==> src/logic/core_pkg.sv <==
package core_pkg;

	// ####################
	// widths with a meaning

	// data and instruction values
	typedef logic [31:0] word;

	// word address with the byte offset bits 1:0 implied zero
	typedef logic [29:0] ptr;

	typedef logic [3:0] reg_num;    // r0 to r15 where r15 is the pc
	typedef logic [3:0] cond_code;  // eq, ne, cs ... al, nv

	// signed word offset held in bits 23:0 of b and bl
	typedef logic [23:0] branch_off;

	// ####################
	// instruction classes

	// The decoder checks these in a fixed order, so the multiply pattern
	// is tested before the broader data processing one and the media
	// space of 011 with bit 4 set comes out as undefined
	typedef enum logic [2:0] {
		class_data_proc,     // 00x for alu ops, psr transfers and bx
		class_multiply,      // 000000 with 1001 in bits 7:4
		class_mem_single,    // 01x for ldr and str
		class_mem_multiple,  // 100 for ldm and stm
		class_branch,        // 101 for b and bl
		class_coproc_swi,    // 11x for cdp, mcr, mrc, ldc, stc and swi
		class_undefined      // 011 with bit 4 set
	} insn_class;

endpackage

==> src/logic/core_fetch.sv <==
`timescale 1ns/1ps

module core_fetch
#(
	parameter int PREFETCH_ORDER = 2
)
(
	input  logic                    clk,
	input  logic                    rst,

	input  logic                    branch,
	input  core_pkg::ptr            branch_target,

	input  logic [PREFETCH_ORDER:0] count,

	output logic                    insn_start,
	output core_pkg::ptr            insn_addr,
	input  logic                    insn_ready,
	input  core_pkg::word           insn_data_rd,

	output logic                    push,
	output core_pkg::ptr            push_pc,
	output core_pkg::word           push_insn
);

	typedef logic [PREFETCH_ORDER:0] level;

	localparam level DEPTH = level'(1) << PREFETCH_ORDER;

	core_pkg::ptr pc;
	logic outstanding, stale, can_issue;

	// a read in flight holds one queue slot, so nothing is issued while one is out
	assign can_issue = !outstanding && !branch && count < DEPTH;

	// ####################
	// read issue

	always_ff @(posedge clk) begin
		if (rst) begin
			pc <= '0;
			insn_start <= 0;
			outstanding <= 0;
			stale <= 0;
		end else begin
			insn_start <= can_issue; // one cycle only since outstanding blocks the next one

			if (can_issue) begin
				outstanding <= 1;
				pc <= pc + 30'd1;
			end else if (insn_ready)
				outstanding <= 0;

			if (insn_ready)
				stale <= 0;

			if (branch) begin
				pc <= branch_target;
				stale <= outstanding && !insn_ready; // its word belongs to the old path
			end
		end
	end

	// the address stays put until the read returns
	always_ff @(posedge clk)
		if (can_issue)
			insn_addr <= pc;

	// ####################
	// completion

	assign push = insn_ready && !stale;
	assign push_pc = insn_addr;
	assign push_insn = insn_data_rd;

endmodule

==> src/logic/core_prefetch.sv <==
`timescale 1ns/1ps

module core_prefetch
#(
	parameter int PREFETCH_ORDER = 2
)
(
	input  logic                    clk,
	input  logic                    rst,

	input  logic                    branch,

	input  logic                    push,
	input  core_pkg::ptr            push_pc,
	input  core_pkg::word           push_insn,

	input  logic                    pop,
	output logic [PREFETCH_ORDER:0] count,
	output logic                    head_valid,
	output core_pkg::ptr            head_pc,
	output core_pkg::word           head_insn
);

	localparam int DEPTH = 1 << PREFETCH_ORDER;

	// the top bit tells a full queue from an empty one
	typedef logic [PREFETCH_ORDER:0] qptr;

	qptr rd_ptr, wr_ptr;
	logic [PREFETCH_ORDER - 1:0] rd_idx, wr_idx;

	core_pkg::ptr pc_q[DEPTH];
	core_pkg::word insn_q[DEPTH];

	assign rd_idx = rd_ptr[PREFETCH_ORDER - 1:0];
	assign wr_idx = wr_ptr[PREFETCH_ORDER - 1:0];

	assign count = wr_ptr - rd_ptr;
	assign head_valid = count != '0;

	assign head_pc = pc_q[rd_idx];
	assign head_insn = insn_q[rd_idx];

	// ####################
	// pointers

	always_ff @(posedge clk) begin
		if (rst) begin
			rd_ptr <= '0;
			wr_ptr <= '0;
		end else if (branch)
			rd_ptr <= wr_ptr; // drop everything including an incoming push
		else begin
			if (push)
				wr_ptr <= wr_ptr + qptr'(1);

			if (pop)
				rd_ptr <= rd_ptr + qptr'(1);
		end
	end

	// ####################
	// storage

	always_ff @(posedge clk)
		if (push) begin
			pc_q[wr_idx] <= push_pc;
			insn_q[wr_idx] <= push_insn;
		end

endmodule

==> src/logic/core_decode.sv <==
`timescale 1ns/1ps

module core_decode
(
	input  logic                clk,
	input  logic                rst,

	input  logic                branch,
	input  logic                stall,

	input  logic                head_valid,
	input  core_pkg::ptr        head_pc,
	input  core_pkg::word       head_insn,
	output logic                pop,

	output logic                dec_valid,
	output core_pkg::ptr        dec_pc,
	output core_pkg::word       dec_insn,
	output core_pkg::insn_class dec_class,
	output core_pkg::cond_code  dec_cond,
	output core_pkg::reg_num    dec_rn,
	output core_pkg::reg_num    dec_rd,
	output core_pkg::ptr        dec_target
);

	core_pkg::insn_class head_class;
	core_pkg::branch_off offset;
	core_pkg::ptr head_target;
	logic advance;

	// the output register is free, or its content is being taken this cycle
	assign advance = !dec_valid || !stall;
	assign pop = head_valid && advance && !branch;

	// pc reads two words ahead of the branch itself
	assign offset = head_insn[23:0];
	assign head_target = head_pc + 30'd2 + {{6{offset[23]}}, offset};

	always_comb begin
		if (head_insn[27:24] == 4'b1111)
			head_class = core_pkg::class_coproc_swi; // swi
		else if (head_insn[27:22] == 6'b000000 && head_insn[7:4] == 4'b1001)
			head_class = core_pkg::class_multiply;
		else if (head_insn[27:26] == 2'b00)
			head_class = core_pkg::class_data_proc;
		else if (head_insn[27:25] == 3'b011 && head_insn[4])
			head_class = core_pkg::class_undefined;
		else if (head_insn[27:26] == 2'b01)
			head_class = core_pkg::class_mem_single;
		else if (head_insn[27:25] == 3'b100)
			head_class = core_pkg::class_mem_multiple;
		else if (head_insn[27:25] == 3'b101)
			head_class = core_pkg::class_branch;
		else
			head_class = core_pkg::class_coproc_swi; // cdp, mcr, mrc, ldc, stc
	end

	// ####################
	// output register

	always_ff @(posedge clk) begin
		if (rst)
			dec_valid <= 0;
		else if (branch)
			dec_valid <= 0;
		else if (advance)
			dec_valid <= pop;
	end

	always_ff @(posedge clk)
		if (pop) begin
			dec_pc <= head_pc;
			dec_insn <= head_insn;
			dec_class <= head_class;
			dec_target <= head_target;
		end

	// fields come straight from the held word, so they hold with it
	assign dec_cond = dec_insn[31:28];
	assign dec_rn = dec_insn[19:16];
	assign dec_rd = dec_insn[15:12];

endmodule

==> src/logic/core_bus_arb.sv <==
`timescale 1ns/1ps

module core_bus_arb
(
	input  logic          clk,
	input  logic          rst,

	input  logic          insn_start,
	input  core_pkg::ptr  insn_addr,
	output logic          insn_ready,
	output core_pkg::word insn_data_rd,

	input  logic          data_start,
	input  logic          data_write,
	input  core_pkg::ptr  data_addr,
	input  core_pkg::word data_data_wr,
	output logic          data_ready,
	output core_pkg::word data_data_rd,

	output core_pkg::ptr  bus_addr,
	output logic          bus_start,
	output logic          bus_write,
	output core_pkg::word bus_data_wr,
	input  logic          bus_ready,
	input  core_pkg::word bus_data_rd
);

	typedef enum logic [1:0] {
		arb_idle,
		arb_insn,
		arb_data
	} arb_state;

	arb_state state;
	logic pend_insn, pend_data, req_insn, req_data, grant_insn, grant_data;

	// both requesters hold their address until they see ready
	assign req_insn = insn_start || pend_insn;
	assign req_data = data_start || pend_data;

	assign grant_data = state == arb_idle && req_data;
	assign grant_insn = state == arb_idle && req_insn && !req_data;

	assign bus_start = grant_data || grant_insn;
	assign bus_addr = grant_data ? data_addr : insn_addr;
	assign bus_write = grant_data && data_write;
	assign bus_data_wr = data_data_wr;

	// completions go back only to whoever owns the bus
	assign insn_ready = bus_ready && state == arb_insn;
	assign data_ready = bus_ready && state == arb_data;
	assign insn_data_rd = bus_data_rd;
	assign data_data_rd = bus_data_rd;

	always_ff @(posedge clk) begin
		if (rst) begin
			state <= arb_idle;
			pend_insn <= 0;
			pend_data <= 0;
		end else begin
			unique case (state)
				arb_idle:
					if (grant_data)
						state <= arb_data;
					else if (grant_insn)
						state <= arb_insn;

				arb_insn, arb_data:
					if (bus_ready)
						state <= arb_idle;

				default:
					state <= arb_idle;
			endcase

			pend_insn <= req_insn && !grant_insn;
			pend_data <= req_data && !grant_data;
		end
	end

endmodule

==> src/logic/arm810.sv <==
`timescale 1ns/1ps

module arm810
#(
	parameter int PREFETCH_ORDER = 2
)
(
	input  logic                clk,
	input  logic                rst,

	input  logic                branch,
	input  core_pkg::ptr        branch_target,
	input  logic                stall,

	output core_pkg::ptr        bus_addr,
	output logic                bus_start,
	output logic                bus_write,
	output core_pkg::word       bus_data_wr,
	input  logic                bus_ready,
	input  core_pkg::word       bus_data_rd,

	input  core_pkg::ptr        data_addr,
	input  logic                data_start,
	input  logic                data_write,
	input  core_pkg::word       data_data_wr,
	output logic                data_ready,
	output core_pkg::word       data_data_rd,

	output logic                dec_valid,
	output core_pkg::ptr        dec_pc,
	output core_pkg::word       dec_insn,
	output core_pkg::insn_class dec_class,
	output core_pkg::cond_code  dec_cond,
	output core_pkg::reg_num    dec_rn,
	output core_pkg::reg_num    dec_rd,
	output core_pkg::ptr        dec_target
);

	// ####################
	// fetch side

	core_pkg::ptr insn_addr, push_pc, head_pc;
	core_pkg::word insn_data_rd, push_insn, head_insn;
	logic insn_start, insn_ready, push, pop, head_valid;
	logic [PREFETCH_ORDER:0] count;

	core_fetch #(.PREFETCH_ORDER(PREFETCH_ORDER)) fetch
	(
		.*
	);

	core_prefetch #(.PREFETCH_ORDER(PREFETCH_ORDER)) prefetch
	(
		.*
	);

	core_decode decode
	(
		.*
	);

	// ####################
	// memory side

	core_bus_arb arb
	(
		.*
	);

endmodule

==> config.mk <==
export PLATFORM = sky130hd
export DESIGN_NAME = arm810
export DESIGN_NICKNAME = d
export VERILOG_FILES = /design/src/logic/core_pkg.sv /design/src/logic/core_fetch.sv /design/src/logic/core_prefetch.sv /design/src/logic/core_decode.sv /design/src/logic/core_bus_arb.sv /design/src/logic/arm810.sv
export SDC_FILE = /design/constraint.sdc
export NUM_CORES = 1
export LEC_CHECK = 0
export ABC_AREA = 1
export BUFFER_PORTS_ARGS = -buffer_cell sky130_fd_sc_hd__buf_2
export CAP_MARGIN = 25
export CORE_ASPECT_RATIO = 0.75
export CORE_MARGIN = 10
export CORE_UTILIZATION = 51
export DETAILED_ROUTE_END_ITERATION = 6
export PLACE_DENSITY_LB_ADDON = 0.12
export REMOVE_ABC_BUFFERS = 1
export SYNTH_ARGS = -nofsm -noshare
export SYNTH_HDL_FRONTEND = slang
export SYNTH_SLANG_ARGS = --single-unit
==> constraint.sdc <==
create_clock -name clk -period 5.65 [get_ports clk]
set_input_delay 0.8475 -clock clk [delete_from_list [all_inputs] [get_ports clk]]
set_output_delay 0.8475 -clock clk [all_outputs]
set_load 0.01 [all_outputs]
# ---- After elaboration in Yosys (flattened, before gate mapping)
# Memory sizes are Yosys's and may differ from the RTL's. A register that Yosys moved wholly into a read port is not among the register bits.
# Cells that the tools add are included.
dict set report op_classes {
  n_addsub 6
  order_cmp 1
  eq_ne 10
  n_mux 24
  n_bitwise 1
  n_reduce_logical 43
}
# op count
set ops {}
lappend ops {{2-to-1 mux 30 bit} 3}
lappend ops {{adder 30 x 1 -> 30 bit, second input constant} 1}
lappend ops {{adder 30 x 2 -> 30 bit, second input constant} 1}
lappend ops {{adder 30 bit} 1}
lappend ops {{2-to-1 mux 3 bit} 7}
lappend ops {{logical AND 1 bit} 16}
lappend ops {{2-to-1 mux 2 bit} 7}
lappend ops {{logical NOT 1 bit} 9}
lappend ops {{== test 4 bit, second input constant} 2}
lappend ops {{nonzero test 2 bit} 4}
lappend ops {{adder 3 x 1 -> 3 bit, second input constant} 2}
lappend ops {{== test 3 bit, second input constant} 2}
lappend ops {{logical NOT 6 bit} 1}
lappend ops {{2-to-1 mux 1 bit} 6}
lappend ops {{OR reduction 2 bit} 3}
lappend ops {{== test 2 x 1 -> 1 bit, second input constant} 2}
lappend ops {{logical NOT 2 bit} 2}
lappend ops {{logical OR 1 bit} 4}
lappend ops {{case mux 2 bit (2 select lines)} 1}
lappend ops {{AND reduction 2 bit} 2}
lappend ops {{== test 3 x 2 -> 1 bit, second input constant} 1}
lappend ops {{< comparator 3 bit, second input constant} 1}
lappend ops {{inequality test 3 x 1 -> 1 bit, second input constant} 1}
lappend ops {{nonzero test 3 bit} 1}
lappend ops {{other kinds (5)} 5}
dict set report totals {
  register_bits 169
  ramBits 248
  inputBits 131
  out_inout_bits 205
  wordCells 104
  memories 2
}
# memory depth width rd rd_ports_with_merged_regs wr line_no
set memory_table {}
lappend memory_table {prefetch.insn_q 4 32 1 1 1 core_prefetch.sv:33} ;# core_pkg::word insn_q[DEPTH];
lappend memory_table {prefetch.pc_q 4 30 1 1 1 core_prefetch.sv:32} ;# core_pkg::ptr pc_q[DEPTH];

# ---- Longest topological paths before layout
# Gate-level depths: netlist of the first run.
dict set report depth {
  word_depth 8
  mapped_depth 20
  ltp_nobuf 18
}

# ---- Modules after synthesis
# Synthesis of the first run repeated with hierarchy kept, for this count alone.
dict set report hier_totals {
  cells_unflattened 2076
  hier_area_um2 21033.9
}
# mod n_inst cells_per_inst area_each_um2 seq_area_each_um2
set by_module_without_submodules {}
lappend by_module_without_submodules {core_prefetch 1 795 10284.9 7607.3}
lappend by_module_without_submodules {core_decode 1 599 5594.1 2872.8}
lappend by_module_without_submodules {core_fetch 1 455 3793.6 1561.5}
lappend by_module_without_submodules {core_bus_arb 1 227 1361.3 80.1}

# ---- Least setup slack after synthesis of the first run
# OpenSTA, ideal clock, no wires.
dict set report synth_path {
  path_kind {input port to flip-flop}
  startpoint {in branch}
  endpoint {reg decode.dec_class[0], enable pin}
  setup_time_ns 0.549
  t_arrival_ns 5.189
  required_ns 5.101
  setup_slack_ns -0.088
  stages 3
  path_buffers 2
  path_cell_list {buf_2 -> buf_1 -> nor2_1}
}
dict set report synth_via {
  elab_chain_len 2
}
# item line_no
set synth_rtl {}
lappend synth_rtl {{start: declaration} arm810.sv:11} ;# input logic branch,
lappend synth_rtl {{logical NOT 1 bit} core_decode.sv:33} ;# assign pop = head_valid && advance && !branch;
lappend synth_rtl {{logical AND 1 bit} core_decode.sv:33}
lappend synth_rtl {{net decode.pop} core_decode.sv:14} ;# output logic pop,
lappend synth_rtl {{end signal: assignment} core_decode.sv:74} ;# dec_class <= head_class;
lappend synth_rtl {{end: declaration} core_decode.sv:19} ;# output core_pkg::insn_class dec_class,
# The timed path passes the listed nets, and every way through them passes these cells.
# A chain may end at the register's enable or synchronous reset.

==> summary.txt, run 1 <==
Clock network
  • Clock tree sinks: 419
  • Clk_lat worst skew: 0.56 ns
  • TritonCTS clock tree: done
  • Clock slew at reported path FFs: approximately 0.060 ns
  • Max clock buf depth: 3
  • Post-CTS setup buffer count: 0
  • Clk Tree Root Cell: clkbuf_16
  • Num CTS Buffers: between 40 and 50
  • Post-CTS Resized: 0
  • H-Tree Depth: 2
  • CTS Hold Buffers Added: 0

Drt
  • Post-DRT Antenna Nets: 0
  • Final WL: 50230 um
  • Routed WL per cell: just under 20 um
  • DR vias/cell: 5.287
  • DR vias: 13540
  • Initial detailed-routing violation count: approximately 1100
  • DRT Pass-1 Iters: 5
  • Drc violations: 0

STA
  • Min cycle time layout: approximately 4.4 ns
  • Final Max Tran Viols: 0
  • Setup WS post-layout: 1.295 ns
  • Fin. Hold Viols: 0
  • Worst-Margin Slew: 0.9639 ns
  • Setup violators final: 0
  • Top achievable clock speed: 0.2296 GHz
  • Period utilization: 77.08%
  • Setup Skew: 0.01849 ns
  • Hold Worst Slack: 0.4853 ns
  • Unrepaired setup endpoints after global routing: false
  • Max_slew headroom: 35.67%
  • TNS Setup: 0 ns

Global route
  • Tot GR Track Use: 21.26%
  • First-pass GRT wire length: 77080 um
  • GRT overflow: 0
  • Initial antenna violation count: 0
  • Largest net degree at the start of global routing: 92
  • Vias in the first global route: 13190

Power
  • VDD IR-drop max: 197.1 uV
  • Internal power: 5.765 mW
  • Logic pwr share: 20.7%
  • Overall power: slightly above 8 mW
  • Sw power: 2.443 mW
  • Power share of the clock group: 33.1%
  • PwrDens: between 300 and 400 nW/um^2
  • Leakage: 8.821 nW
  • Switching Fraction: 29.77%
  • Sequential share of power: 46.2%

Critical path
  • CP Data Arrival Time: between 4 and 5 ns
  • Startpoint types: register
  • WP data required: 5.96 ns
  • CP max stage cell: clkinv_2
  • Critical Path Max Stage Delay: 0.76 ns
  • CP Class: reg2reg
  • Crit end category: register
  • Worst-path fanout max: between 60 and 70
  • Critical path's most frequent cell: nand2_1
  • Sequence of cells on the critical path: clkinv_2 > buf_4 > nor2_1 > nor2_1 > o21ai_0 > nand2_1 > ha_1 > ha_1 > a21oi_1 > o21ai_0 > nand2_1 > nand2_1 > a21oi_1 > nand2_1 > nand2_1 > nand2_1

Cells and area
  • Multi-input gate area: 5749 um^2
  • Final Cell Area: 21900 um^2
  • Fill cell count: 3215
  • Sequential Area: 12130 um^2
  • Layout cell share with drive strength beyond 1: 18.28%
  • Layout area overhead: 14.03%
  • Antenna Cells: 0
  • Fin nets: 2226

Synth
  • Synthesized area: 19210 um^2
  • Number of synthesized flops with an enable pin: 373
  • Ys Warns: 0
  • Seq cells post-synth: between 400 and 500
  • Gate Count Post-Synth: between 1500 and 2000
  • Netlist cell types: 44
  • Post-synth ARST share: 0%
  • Predominant post-synthesis flop cell: edfxtp_1
  • Post-synthesis sequential area ratio: 63.11%
  • Syn_area_per_cell: 10.50 um^2

Worst hold path
  • HP Start: fetch.stale
  • Tightest Hold Check Type: reg2reg

Floorplan
  • Core Rows: approximately 60
  • Die width: 244.1 um
  • Die H: 188.1 um
  • Initial core utilization: between 50% and 60%
  • DIE AREA: about 46000 um^2
  • # IOs: 336
  • Core area: around 37000 um^2

Placed design
  • Hpwl dp: 35560 um
  • Dpl ws: 1.346 ns
  • DP Area: 20580 um^2
  • RePlAce Congestion: 0.9084
  • PortBufs: 271

Outcome
  • Status: finished clean

Flow run
  • Maxcap violations: 0
-- cells by family after synthesis --
logic type                 synth area share (%)
muxes                                   0.05212
buffers and inverters                     7.166
and+or+nand+nor                           16.22
AOI/OAI and AO/OA                         7.778
DFF                                       63.11
adders and majority gates                 4.534
xor gates and xnor gates                  1.140
-- stage by stage --
step                      util, %  std cells
after floorplan                 -       1694
after global placement      55.43       2485
after detailed placement    55.49       2486
after CTS                   59.04       2561
after global routing        59.04       2561
final                       59.04       2561
-- synthesized netlist by cell type, types with 3 or more instances --
cell type / count / share of area [%]
xor2_1: 19 / 0.87
nand4_1: 13 / 0.42
o21ai_0: 136 / 3.5
buf_1: 3 / 0.059
nor3_1: 12 / 0.31
a21oi_1: 71 / 1.9
nand2_1: 435 / 8.5
buf_2: 6 / 0.16
dfxtp_1: 46 / 4.8
inv_1: 137 / 2.7
clkbuf_1: 42 / 0.82
buf_4: 82 / 3.2
xnor2_1: 6 / 0.27
nand3_1: 79 / 2.1
o21ai_1: 3 / 0.078
edfxtp_1: 373 / 58
o21bai_1: 4 / 0.16
buf_6: 3 / 0.18
nor2_1: 201 / 3.9
nor2_2: 5 / 0.16
o22ai_1: 51 / 1.7
nor2_4: 6 / 0.35
ha_1: 68 / 4.4
nand2_2: 4 / 0.13
-- cell usage in the layout (no fill, tap or decap), types with 19 or more instances in the layout --
cell       netlist  layout
a21oi_1         71      71
buf_2            6     271
clkbuf_16        0      42
dfxtp_1         46      44
edfxtp_1       373     373
ha_1            68      68
inv_1          137     134
nand2_1        435     435
nand3_1         79      79
nor2_1         201     195
o21ai_0        136     136
o22ai_1         51      51
xor2_1          19      19
-- registers in the layout (all words and copies together), names as in the netlist, 2 cells and up, named ones only --
signal and cells:
fetch.pc 30, prefetch.pc_q 120, prefetch.wr_ptr 3, prefetch.insn_q 128
prefetch.rd_ptr 3, decode.dec_target 30, decode.dec_class 3, arb.state 2
decode.dec_insn 32, fetch.insn_addr 30, decode.dec_pc 30
-- power by group through the flow --
stage | logic, mW | registers, mW | clock network (mW)
2_1_floorplan | 0.971 | 3.89 | 0
3_3_place_gp | 1.69 | 3.85 | 0
3_5_place_dp | 1.70 | 3.86 | 0
4_1_cts | 1.71 | 3.79 | 2.76
5_1_grt | 1.91 | 3.81 | 2.89
6_report | 1.70 | 3.79 | 2.72
-- routing by layer --
metal	vias to the layer above	GRT usage, %	share of wire, %
li1	6586	-	-
met1	6453	29.42	45
met2	435	33.78	46
met3	65	4.445	6.7
met4	0	4.982	1.8
met5	-	0	0
-- critical path, delay by kind of cell, from the launching register on --
family,cells,cell delay (ns)
buffers and inverters,2,1.27
adders and majority gates,2,0.79
and+or+nand+nor,8,0.71
DFF,1,0.59
AOI/OAI and AO/OA,4,0.67
-- worst paths after layout --
check,to,slack (ns),cells past startpoint
setup / recovery,decode.dec_target[29],1.29,16
setup reg to reg,decode.dec_target[29],1.29,16
hold reg to reg,fetch.stale,0.49,2
hold / removal,fetch.stale,0.49,2
-- layout make-up --
cell class / instances / share of cell area, %
tap: 504 / 2.879
clock buffer: 50 / 4.936
clock inverter: 25 / 1.085
sequential: 419 / 55.37
inverter: 140 / 2.417
multi-input combinational: 1135 / 26.25
timing repair buffer: 288 / 7.061
No activity file was read; power rests on OpenSTA's default activity.
==> run 2: changes to the inputs <==
CORE_UTILIZATION = 55   (was 51)
clock period = 4.4 ns   (was 5.65 ns; I/O delays follow)
==> summary.txt, run 2 (synthesized netlist as in run 1, its figures left out) <==
Outcome
  • Status: finished clean

Cells and area
  • Fin cells: 2514 (-1.8%)
  • Most frequent cells in the layout: nand2_1, edfxtp_1, buf_2, nor2_1, o21ai_0
  • Layout area overhead: 14.16%
  • Antenna Cells: 0 (unchanged)
  • Fin nets: 2225 (-0.045%)
  • Largest register FFs: 128 (unchanged)
  • Layout cell share with drive strength beyond 1: 18.57% (+0.29 points)
  • Largest regs: prefetch.insn_q (128), prefetch.pc_q (120), decode.dec_insn (32)
  • Final Cell Area: 21930 um^2 (+0.11%)
  • Core Util, Final: 63.47% (+4.4 points)
  • Largest Register: prefetch.insn_q
  • Fill cell count: 2763 (-14%)
  • Most common cell after layout, fill and taps aside: nand2_1

Global route
  • GRT overflow: 0 (unchanged)
  • First-pass GRT wire length: 76920 um (-0.20%)
  • Initial antenna violation count: 1 (+1)
  • Largest net degree at the start of global routing: 88 (-4.3%)
  • Vias in the first global route: 13500 (+2.4%)
  • Tot GR Track Use: 22.64% (+1.4 points)

Clock network
  • Post-CTS setup buffer count: 0 (unchanged)
  • Clk Tree Root Cell: clkbuf_16
  • H-Tree Depth: 2 (unchanged)
  • Num CTS Buffers: 41 (-2.4%)
  • TritonCTS clock tree: done
  • Max clock buf depth: 3 (unchanged)
  • CTS Hold Buffers Added: 0 (unchanged)
  • Clock tree sinks: 419 (unchanged)
  • Post-CTS Resized: 0 (unchanged)
  • Clk_lat worst skew: 0.55 ns (about the same)
  • Clock slew at reported path FFs: 0.07 ns (about the same)

Floorplan
  • Die H: 181.8 um (-3.3%)
  • Initial core utilization: 55.60% (+3.8 points)
  • Core Rows: 59 (-3.3%)
  • DIE AREA: 42880 um^2 (-6.6%)
  • # IOs: 336 (unchanged)
  • Core area: 34550 um^2 (-6.9%)
  • Die width: 235.8 um (-3.4%)

Power
  • PwrDens: 486.3 nW/um^2 (+30%)
  • Sw power: 3.156 mW (+29%)
  • Logic pwr share: 20.7% (about the same)
  • Switching Fraction: 29.60% (-0.16 points)
  • VDD IR-drop max: 282.6 uV (+43%)
  • Overall power: 10.66 mW (+30%)
  • Sequential share of power: 45.6% (-0.6 points)
  • Power share of the clock group: 33.6% (+0.5 points)
  • Leakage: 8.846 nW (+0.29%)
  • Internal power: 7.506 mW (+30%)

Worst hold path
  • Hold path depth: 1 (-1)
  • Tightest Hold Check Type: in2reg
  • WHS Endpoint: prefetch.insn_q[3][23]
  • HP Start: bus_data_rd[23]

Critical path
  • R2r worst-path depth: 19 (+3)
  • Crit end category: register
  • WP data required: 4.70 ns (-1.26 ns)
  • Startpoint types: register
  • CP Data Arrival Time: 4.03 ns (-0.63 ns)
  • CP Class: reg2reg
  • R2R Path End: decode.dec_target[27]
  • Worst reg-to-reg setup slack: 0.67 ns (-0.62 ns)
  • Worst-path fanout max: 87 (+38%)

Placed design
  • Hpwl dp: 34930 um (-1.8%)
  • Placed insts: 2439 (-1.9%)
  • DP Area: 20560 um^2 (-0.10%)
  • PortBufs: 271 (unchanged)
  • RePlAce Congestion: 0.8940 (-1.6%)
  • Dpl ws: 0.7539 ns (-0.5917 ns)

STA
  • Hold Worst Slack: 0.3401 ns (-0.1452 ns)
  • Top achievable clock speed: 0.2682 GHz (+17%)
  • Setup WS post-layout: 0.6721 ns (-0.6227 ns)
  • TNS Setup: 0 ns (unchanged)
  • Min cycle time layout: 3.728 ns (-0.6273 ns)
  • Worst-Margin Slew: 0.9005 ns (-0.06336 ns)
  • Setup Skew: 0.01229 ns (-0.006195 ns)
  • Period utilization: 84.72% (+7.6 points)
  • Fin. Hold Viols: 0 (unchanged)
  • Max_slew headroom: 39.82% (+4.2 points)
  • Final Max Tran Viols: 0 (unchanged)
  • Setup violators final: 0 (unchanged)
  • Unrepaired setup endpoints after global routing: false

Drt
  • DRT Pass-1 Iters: 6 (+1)
  • DR vias: 13640 (+0.74%)
  • DR vias/cell: 5.425 (+2.6%)
  • Routed WL per cell: 19.93 um (+1.6%)
  • Initial detailed-routing violation count: 1329 (+17%)
  • Post-DRT Antenna Nets: 0 (unchanged)
  • Final WL: 50090 um (-0.27%)
  • Drc violations: 0 (unchanged)

Flow run
  • Maxcap violations: 0 (unchanged)
[run 2: changes by cell type in the layout (fill, tap and decap cells not counted), sizes merged]
cell      previous run  this run
clkinvlp             2         6
bufinv               4         6
clkinv              20        12
inv                139       142
clkbuf              50        49
[run 2: layer usage]
layer,up-vias,routed length [um],GRT usage [%]
met4,4,1052,5.783
met1,6445,22650,31.81
met2,523,22440,34.96
met3,81,3929,5.143
li1,6586,-,-
met5,-,23,0
[run 2: power by group through the flow]
| stage | Sequential (mW) | Combinational, mW | Clock (mW) |
|---|---|---|---|
| 2_1_floorplan | 5.00 | 1.25 | 0 |
| 3_3_place_gp | 4.94 | 2.19 | 0 |
| 3_5_place_dp | 4.95 | 2.21 | 0 |
| 4_1_cts | 4.86 | 2.22 | 3.65 |
| 5_1_grt | 4.89 | 2.47 | 3.80 |
| 6_report | 4.86 | 2.21 | 3.59 |
[run 2: worst max-delay path by stage]
stage,start,cells after the start,slack (ns),end
6_report,register,19,0.67,decode.dec_target[27]
3_3_place_gp,register,19,0.82,decode.dec_target[27]
2_1_floorplan,register,15,-1.95,decode.dec_target[27]
5_1_grt,register,19,0.43,decode.dec_target[27]
4_1_cts,register,19,0.71,decode.dec_target[27]
3_5_place_dp,register,19,0.75,decode.dec_target[27]
[run 2: area by class of cell]
| type | count | area, um^2 | share of cell area [%] |
|---|---|---|---|
| multi-input combinational | 1135 | 5749 | 26.22 |
| timing repair buffer | 288 | 1584 | 7.224 |
| inverter | 140 | 529.3 | 2.414 |
| sequential | 419 | 12130 | 55.31 |
| tap | 457 | 571.8 | 2.608 |
| clock buffer | 49 | 1056 | 4.816 |
| clock inverter | 26 | 309.0 | 1.409 |
[run 2: worst max-delay path, cell delays in order (launching register included)]
cell	delay, ns
dfxtp_4	0.47
clkinv_2	0.12
buf_12	0.33
nand2_1	0.09
a32oi_1	0.29
inv_1	0.08
ha_1	0.27
inv_1	0.05
ha_1	0.26
fa_1	0.45
nand3_1	0.11
nand2_1	0.20
nand2_1	0.12
nand2_1	0.11
nand2_1	0.11
nand2_1	0.12
nand2_1	0.11
nand2_1	0.06
nand2_1	0.06
nand2_1	0.05
